$ cat config.mk
export PLATFORM = sky130hd
export DESIGN_NAME = data_bus_router_flat
export DESIGN_NICKNAME = d
export VERILOG_FILES = /design/src/design/mem_map_pkg.sv /design/src/design/target_bus_if.sv /design/src/design/data_bus_router.sv /design/src/flat_wrapper.sv
export SDC_FILE = /design/constraint.sdc
export NUM_CORES = 1
export LEC_CHECK = 0
export BUFFER_PORTS_ARGS = -buffer_cell sky130_fd_sc_hd__buf_2
export CAP_MARGIN = 10
export CORE_AREA = 2 2 143 145
export CTS_CLUSTER_DIAMETER = 120
export DETAILED_ROUTE_END_ITERATION = 8
export DIE_AREA = 0 0 145 147
export HOLD_SLACK_MARGIN = 0.1
export PLACE_DENSITY = 0.51
export SLEW_MARGIN = 0
export SYNTH_ARGS = -nofsm -noshare
export SYNTH_HDL_FRONTEND = slang
export SYNTH_SLANG_ARGS = --single-unit
$ cat constraint.sdc
create_clock -name clk_i -period 1.7 [get_ports clk_i]
set_input_delay 0.34 -clock clk_i [delete_from_list [all_inputs] [get_ports clk_i]]
set_output_delay 0.34 -clock clk_i [all_outputs]
set_load 0.005 [all_outputs]
$ cat src/design/mem_map_pkg.sv
package mem_map_pkg;

    // ----------------------------------------
    // Bus widths
    // ----------------------------------------
    localparam int ADDR_W = 32;
    localparam int DATA_W = 32;
    localparam int BE_W   = DATA_W / 8;

    // ----------------------------------------
    // Segment decode on the top address nibble
    // ----------------------------------------
    localparam int SEG_MSB = 31;
    localparam int SEG_LSB = 28;

    localparam logic [SEG_MSB-SEG_LSB:0] SEG_TCM   = 4'h0;
    localparam logic [SEG_MSB-SEG_LSB:0] SEG_CLINT = 4'hF;

    // On-chip word memory
    localparam int TCM_WORDS = 1024;
    localparam int TCM_IDX_W = $clog2(TCM_WORDS);

    // Word index sent to on-chip targets, taken from addr[TGT_IDX_W+1:2]
    localparam int TGT_IDX_W = 10;

    // Target select, registered at request time to steer the response
    typedef enum logic [1:0] {
        TGT_TCM,
        TGT_CLINT,
        TGT_EXT
    } target_sel_t;

endpackage

$ cat src/design/target_bus_if.sv
`timescale 1ns/100ps

interface target_bus_if import mem_map_pkg::*; ();

    // Request, driven by the router
    logic                 en;
    logic                 we;
    logic [BE_W-1:0]      be;
    logic [TGT_IDX_W-1:0] idx;
    logic [DATA_W-1:0]    wdata;

    // Response, one cycle after en
    logic [DATA_W-1:0]    rdata;
    logic                 ready;

    modport initiator (
        output en,
        output we,
        output be,
        output idx,
        output wdata,
        input  rdata,
        input  ready
    );

    modport target (
        input  en,
        input  we,
        input  be,
        input  idx,
        input  wdata,
        output rdata,
        output ready
    );

endinterface

$ cat src/design/data_bus_router.sv
`timescale 1ns/100ps

module data_bus_router import mem_map_pkg::*; (
    input  logic            clk_i,
    input  logic            rst_n_i,

    // Processor data bus
    input  logic            d_strobe_i,
    input  logic            d_rw_i,
    input  logic [ADDR_W-1:0] d_addr_i,
    input  logic [BE_W-1:0] d_be_i,
    input  logic [DATA_W-1:0] d_wdata_i,
    output logic [DATA_W-1:0] d_rdata_o,
    output logic            d_ready_o,

    // External uncached port
    output logic            dev_strobe_o,
    output logic            dev_rw_o,
    output logic [ADDR_W-1:0] dev_addr_o,
    output logic [BE_W-1:0] dev_be_o,
    output logic [DATA_W-1:0] dev_wdata_o,
    input  logic            dev_ready_i,
    input  logic [DATA_W-1:0] dev_rdata_i,

    // On-chip targets
    target_bus_if.initiator tcm_bus,
    target_bus_if.initiator clint_bus
);

    logic [SEG_MSB-SEG_LSB:0] seg;
    target_sel_t              sel;
    target_sel_t              sel_q;
    logic                     ext_hit;
    logic                     pend_q;
    logic                     resp_ready;

    // ----------------------------------------
    // Segment decode
    // ----------------------------------------
    assign seg = d_addr_i[SEG_MSB:SEG_LSB];

    always_comb begin
        if (seg == SEG_TCM) begin
            sel = TGT_TCM;
        end else if (seg == SEG_CLINT) begin
            sel = TGT_CLINT;
        end else begin
            // All remaining segments share the external port
            sel = TGT_EXT;
        end
    end

    assign ext_hit = (sel == TGT_EXT);

    // On-chip requests, only the selected target sees en
    assign tcm_bus.en      = d_strobe_i && (sel == TGT_TCM);
    assign tcm_bus.we      = d_rw_i;
    assign tcm_bus.be      = d_be_i;
    assign tcm_bus.idx     = d_addr_i[TGT_IDX_W+1:2];
    assign tcm_bus.wdata   = d_wdata_i;

    assign clint_bus.en    = d_strobe_i && (sel == TGT_CLINT);
    assign clint_bus.we    = d_rw_i;
    assign clint_bus.be    = d_be_i;
    assign clint_bus.idx   = d_addr_i[TGT_IDX_W+1:2];
    assign clint_bus.wdata = d_wdata_i;

    // External port, zeroed outside its own segments
    assign dev_strobe_o = d_strobe_i && ext_hit;
    assign dev_rw_o     = d_rw_i && ext_hit;
    assign dev_addr_o   = ext_hit ? d_addr_i : '0;
    assign dev_be_o     = ext_hit ? d_be_i : '0;
    assign dev_wdata_o  = ext_hit ? d_wdata_i : '0;

    // ----------------------------------------
    // Request tracking
    // ----------------------------------------
    // Select captured per strobe, so a slow external reply still steers right
    always_ff @(posedge clk_i) begin
        if (!rst_n_i) begin
            sel_q  <= TGT_TCM;
            pend_q <= 1'b0;
        end else begin
            if (d_strobe_i) begin
                sel_q  <= sel;
                pend_q <= 1'b1;
            end else if (d_ready_o) begin
                pend_q <= 1'b0;
            end
        end
    end

    // Response mux on the registered select
    always_comb begin
        case (sel_q)
            TGT_TCM: begin
                d_rdata_o  = tcm_bus.rdata;
                resp_ready = tcm_bus.ready;
            end
            TGT_CLINT: begin
                d_rdata_o  = clint_bus.rdata;
                resp_ready = clint_bus.ready;
            end
            default: begin
                d_rdata_o  = dev_rdata_i;
                resp_ready = dev_ready_i;
            end
        endcase
    end

    // Stray target pulses with nothing outstanding are dropped
    assign d_ready_o = pend_q && resp_ready;

    a_one_target: assert property (
        @(posedge clk_i) disable iff (!rst_n_i)
        $onehot0({tcm_bus.en, clint_bus.en, dev_strobe_o})
    ) else $error("data_bus_router: more than one target strobed");

    // New strobe only once the previous request has completed
    a_no_overlap: assert property (
        @(posedge clk_i) disable iff (!rst_n_i)
        d_strobe_i && pend_q |-> d_ready_o
    ) else $error("data_bus_router: strobe while a request is outstanding");

endmodule

$ cat src/flat_wrapper.sv
// flat-port wrapper written by rule: the top's interface ports become plain ports
module data_bus_router_flat import mem_map_pkg::*;
  (clk_i, rst_n_i, d_strobe_i, d_rw_i, d_addr_i, d_be_i, d_wdata_i, d_rdata_o, d_ready_o, dev_strobe_o, dev_rw_o, dev_addr_o, dev_be_o, dev_wdata_o, dev_ready_i, dev_rdata_i, tcm_bus_en, tcm_bus_we, tcm_bus_be, tcm_bus_idx, tcm_bus_wdata, tcm_bus_rdata, tcm_bus_ready, clint_bus_en, clint_bus_we, clint_bus_be, clint_bus_idx, clint_bus_wdata, clint_bus_rdata, clint_bus_ready);
  target_bus_if tcm_bus_i ();
  target_bus_if clint_bus_i ();
  input  logic clk_i;
  input  logic rst_n_i;
  input  logic d_strobe_i;
  input  logic d_rw_i;
  input  logic [ADDR_W-1:0] d_addr_i;
  input  logic [BE_W-1:0] d_be_i;
  input  logic [DATA_W-1:0] d_wdata_i;
  output logic [DATA_W-1:0] d_rdata_o;
  output logic d_ready_o;
  output logic dev_strobe_o;
  output logic dev_rw_o;
  output logic [ADDR_W-1:0] dev_addr_o;
  output logic [BE_W-1:0] dev_be_o;
  output logic [DATA_W-1:0] dev_wdata_o;
  input  logic dev_ready_i;
  input  logic [DATA_W-1:0] dev_rdata_i;
  output wire logic [$bits(tcm_bus_i.en)-1:0] tcm_bus_en;
  output wire logic [$bits(tcm_bus_i.we)-1:0] tcm_bus_we;
  output wire logic [$bits(tcm_bus_i.be)-1:0] tcm_bus_be;
  output wire logic [$bits(tcm_bus_i.idx)-1:0] tcm_bus_idx;
  output wire logic [$bits(tcm_bus_i.wdata)-1:0] tcm_bus_wdata;
  input wire logic [$bits(tcm_bus_i.rdata)-1:0] tcm_bus_rdata;
  input wire logic [$bits(tcm_bus_i.ready)-1:0] tcm_bus_ready;
  output wire logic [$bits(clint_bus_i.en)-1:0] clint_bus_en;
  output wire logic [$bits(clint_bus_i.we)-1:0] clint_bus_we;
  output wire logic [$bits(clint_bus_i.be)-1:0] clint_bus_be;
  output wire logic [$bits(clint_bus_i.idx)-1:0] clint_bus_idx;
  output wire logic [$bits(clint_bus_i.wdata)-1:0] clint_bus_wdata;
  input wire logic [$bits(clint_bus_i.rdata)-1:0] clint_bus_rdata;
  input wire logic [$bits(clint_bus_i.ready)-1:0] clint_bus_ready;
  assign tcm_bus_en = tcm_bus_i.en;
  assign tcm_bus_we = tcm_bus_i.we;
  assign tcm_bus_be = tcm_bus_i.be;
  assign tcm_bus_idx = tcm_bus_i.idx;
  assign tcm_bus_wdata = tcm_bus_i.wdata;
  assign tcm_bus_i.rdata = tcm_bus_rdata;
  assign tcm_bus_i.ready = tcm_bus_ready;
  assign clint_bus_en = clint_bus_i.en;
  assign clint_bus_we = clint_bus_i.we;
  assign clint_bus_be = clint_bus_i.be;
  assign clint_bus_idx = clint_bus_i.idx;
  assign clint_bus_wdata = clint_bus_i.wdata;
  assign clint_bus_i.rdata = clint_bus_rdata;
  assign clint_bus_i.ready = clint_bus_ready;
  data_bus_router u_core (.clk_i(clk_i), .rst_n_i(rst_n_i), .d_strobe_i(d_strobe_i), .d_rw_i(d_rw_i), .d_addr_i(d_addr_i), .d_be_i(d_be_i), .d_wdata_i(d_wdata_i), .d_rdata_o(d_rdata_o), .d_ready_o(d_ready_o), .dev_strobe_o(dev_strobe_o), .dev_rw_o(dev_rw_o), .dev_addr_o(dev_addr_o), .dev_be_o(dev_be_o), .dev_wdata_o(dev_wdata_o), .dev_ready_i(dev_ready_i), .dev_rdata_i(dev_rdata_i), .tcm_bus(tcm_bus_i), .clint_bus(clint_bus_i));
endmodule
---- After elaboration in Yosys (flattened, before gate mapping) ----
Index checks and enable logic that the tools add are counted.
Widths: inputs -> output; s select.
cells by class
  $add $sub $neg .......................... 0
  multipliers ............................. 0
  divide/modulo/power cells ............... 0
  order comparisons ....................... 0
  equality and inequality tests ........... 4
  shift operators ......................... 0
  multiplexer cells ....................... 9
  bitwise gates (word level) .............. 0
  reduce and logical (&&, ||, !) cells .... 9
operators with widths
  kind                number
  $mux 32             2
  $pmux 32 s2         1
  $logic_and 1x1->1   5
  $eq 2x1->1 const B  2
  $eq 4x4->1 const B  1
  $logic_not 2->1     2
  $logic_not 4->1     1
  $mux 2              2
  $mux 4              1
  $eq 2x2->1 const B  1
  $mux 1              2
  $pmux 1 s2          1
  $reduce_bool 2->1   1
storage, ports and cells
  register bits after elaboration ......... 3
  latch bits .............................. 0
  bits in writable memories ............... 0
  ROM bits ................................ 0
  input bits .............................. 171
  output and inout port bits .............. 199
  word-level logic and storage cells ...... 24
  memories ................................ 0

---- Logic depth before layout (Yosys ltp) ----
  depth in word-level cells ............... 5
  depth in mapped cells ................... 5
  mapped depth without buffers ............ 3

---- Least setup slack after synthesis ----
No wires, ideal clock.
  path type ............................... in2out
  start ................................... input d_addr_i[29]
  end ..................................... output dev_addr_o[0]
  data arrival time ....................... 1.106 ns
  required time ........................... 1.360 ns
  path slack .............................. 0.254 ns
  stages on the path ...................... 5
  buffers on the path ..................... 2
  cell sequence ........................... nor4_4 nor2_2 buf_6 buf_6 and2_1
between the ends
  word-level cells in the longest chain between the ends .. 5
ends and longest elaborated chain
  what            line                   RTL
  from (decl)     flat_wrapper.sv:10     input logic [ADDR_W-1:0] d_addr_i;
  $eq 4x4->1      data_bus_router.sv:45  end else if (seg == SEG_CLINT) begin
  $mux 2          data_bus_router.sv:45
  $mux 2 (*)      data_bus_router.sv:43  if (seg == SEG_TCM) begin
  $eq 2x2->1 (*)  data_bus_router.sv:53  assign ext_hit = (sel == TGT_EXT);
  $mux 32 (*)     data_bus_router.sv:71  assign dev_addr_o = ext_hit ? d_addr_i : '0;
  to (decl)       flat_wrapper.sv:17     output logic [ADDR_W-1:0] dev_addr_o;
Every way passes the cells marked *; elsewhere a longest branch is shown, timed or not.

---- Worst setup path after layout ----
  start ................................... input d_addr_i[29]
  end ..................................... output dev_addr_o[15]
The elaborated chain is that of the path after synthesis.

==> impl_results.md <==
- Setup violators final: 67
- Clock Skew: 0.4328 ps
- Final period util: 112.1%
- Clock slew at reported path FFs: 30 ps
- Layout cells sized above 1: 76.65%
- DR pass1 iterations: 4
- Total GRT Usage: 10.20%
- Largest net degree at the start of global routing: 36
- Syn avg cell area: 6.877 um^2
- GPL Wtd Cong: 0.7176
- Worst path required time: 1360 ps
- Final Hold Vio Count: 0
- # fillers: 2,197
- Status: finished with violations
- Initial DRC Count: 47
- First-pass GRT wire length: 16,440 um
- Core Box Area: 19,840 um^2
- Combinational Power Share: 70.5%
- Yosys cell types: 22
- Net switching power: 0.5009 mW
- Clock Latency Late Sink: 220 ps
- Post-synthesis sequential area ratio: 2.930%
- Grt total ovfl: 0
- Setup WS post-layout: -205.1 ps
- Clock buffer depth: 2
- Synthesized area: 2049 um^2
- Setup slack, reg-to-reg: 690 ps
- Post-synth top area share: 35.16%
- Top Ports: 370
- Max VDD drop: 0.5256 mV
- Final-stage net count: 763
- Int Pwr: 1.014 mW
- Pwr Total: 1.515 mW
- Unrepaired setup endpoints after global routing: true
- CTS H-tree depth: 1
- # port buffers: 369
- Number of instances in the placed design: 836
- Slowest stage cell, crit path: nor4_4
- # DRC: 0
- Area grow syn2layout: 111.2%
- Max cap viols: 0
- Initial Utilization: 10.33%
- CP Launch Type: primary input
- Vias per cell: 3.477
- Most used cell, CP: buf_6
- Hold Crit Class: in2reg
- Worst path cell trace: buf_6, buf_6, nor4_4, buf_6, buf_12, buf_12, nor2_4, and2_4, buf_6
- Worst hold slack: 363.9 ps
- Slew Limit Fails: 0
- CP peak stage delay: 270 ps
- Number of global-route vias before repair: 2,733
- CTS root buf: clkbuf_16
- Dpl hpwl: 9058 um
- Failing checks: setup timing
- Actual slew at the worst max-slew pin: 358.4 ps
- Tmin final: 1905 ps
- CP Class: in2out
- Critical path data arrival time: 1570 ps
- Multi-input logic area: 1344 um^2
- Critical Path Sink Type: output port
- Number of CTS-inserted buffers: 3
- Final cell count without fillers: 863
- Synth top area cells: buf_4 (35%), and2_1 (21%), mux2i_1 (16%)
- Seq cells post-synth: 3
- Hold buffers post-CTS: 0
- Largest area contributor in the netlist: buf_4
- DP Worst Slack: -612.1 ps
- Die ar.: 21,320 um^2
- Mapped Nets: 469
- Sequential cell area: 65.06 um^2
- CTS tree: built
- Pleak: 2.291 nW
- Switching Fraction: 33.06%
- Worst slew margin: 76.05%
- Rows: 52
- Total Routed Length: 12,160 um
- Worst reg-to-reg path cell count: 3
- Die height: 147 um
- Flop pwr share: 5.1%
- Synth Warn #: 0
- Fmax: 0.5249 GHz
- Clock group share of total power: 24.4%
- Largest fanout on the critical path: 8
- Hold Path Depth: 2
- DR WL/cell: 14.08 um
- Antenna-violating nets left: 0
- Initial antenna violation count: 2
- Clock tree sinks: 3
- Pwr dens: 350.0 nW/um^2
- Die Wd: 145 um
- Final core occ: 21.82%
- Via count: 3,001
- Syn Inst Count: 298
-- cell usage in the layout, fill, tap and decap left out --
cell type / count
dfxtp_4: 1
and2_1: 28
nand4_1: 1
a31oi_1: 1
buf_12: 7
o21ai_0: 33
dfxtp_2: 1
buf_6: 50
o21a_1: 2
nor3_4: 1
nand2b_1: 1
and3_1: 1
nand2_1: 32
diode_2: 2
dfxtp_1: 1
nor4_4: 1
buf_4: 10
buf_2: 325
buf_8: 1
mux2i_1: 32
inv_1: 1
a211o_1: 1
nor2b_1: 3
and4_4: 1
and2_4: 42
clkbuf_1: 1
nor2_4: 7
clkbuf_16: 6
-- state kept, by name, summed over array words and instances, names as in the netlist --
register / cells
u_core.sel_q: 2
u_core.pend_q: 1
-- stage by stage --
stage / instance area, um^2 / setup TNS, ps
finish: 4329 / -10770
global route: 4329 / -14300
CTS: 4156 / -12110
detailed placement: 3507 / -38650
global placement: 3507 / -34350
floorplan: 2049 / 0
-- power by group through the flow --
stage	Sequential (mW)	Clock (mW)	Combinational (mW)
2_1_floorplan	0.0774	0	0.431
3_3_place_gp	0.0803	0	0.829
3_5_place_dp	0.0804	0	0.832
4_1_cts	0.0795	0.377	1.03
5_1_grt	0.0785	0.388	1.15
6_report	0.0779	0.369	1.07
-- metal layers --
metal / vias to the layer above / track usage [%] / part of all wire (%)
met3: 8 / 1.335 / 6.9
met5: - / 0 / 0
met4: 0 / 2.822 / 1.3
met1: 1324 / 12.19 / 40
li1: 1469 / - / -
met2: 200 / 19.10 / 52
-- area by class of cell --
type	instances	area share, %
diodes	2	0.1156
clock buffers	4	1.821
inverters	1	0.08671
multi-input cells	187	31.04
flip-flops and latches	3	1.503
well taps	270	7.803
repair buffers	396	57.63
-- what timing repair did --
item | 4_1_cts | 5_1_grt
gates cloned | 8 | 0
pin swaps | 69 | 5
buffers inserted | 9 | 4
endpoints found under the hold margin | 0 | 0
endpoints found under the setup margin | 75 | 76
resized for setup | 82 | 34
-- path summary, 6_finish.rpt --
path / startpoint / endpoint
setup / recovery: d_addr_i[29] / dev_addr_o[15]
hold / removal: rst_n_i / u_core.sel_q[0]
setup reg to reg: u_core.sel_q[1] / u_core.sel_q[1]
hold reg to reg: u_core.pend_q / u_core.pend_q
-- critical path, delay by kind of cell --
kind	cells	cell delay, ps
simple gates	3	530
buf+inv	6	690
-- Yosys cell counts --
master    instances
a31oi_1           1
buf_4            96
nor2_1            1
and4_1            1
buf_2             3
buf_6             6
nor3_1            1
nor2_2            1
nor2b_1           3
inv_1             1
o21ai_0          33
dfxtp_1           3
a211o_1           1
and2_1           70
and3_1            1
nand2b_1          1
clkbuf_1          7
nand2_1          32
mux2i_1          32
o21a_1            2
nand4_1           1
nor4_4            1
-- kinds of logic (layout without fill, tap and decap cells) --
| kind of cell | count (synthesis) | in the layout | synth area share [%] |
|---|---|---|---|
| simple gates | 113 | 118 | 31.26 |
| buf+inv | 113 | 401 | 40.66 |
| compound gates | 37 | 37 | 9.524 |
| other cells | 0 | 2 | 0 |
| mux | 32 | 32 | 15.63 |
| flops | 3 | 3 | 2.931 |
Power figures use the tool's default switching activity.
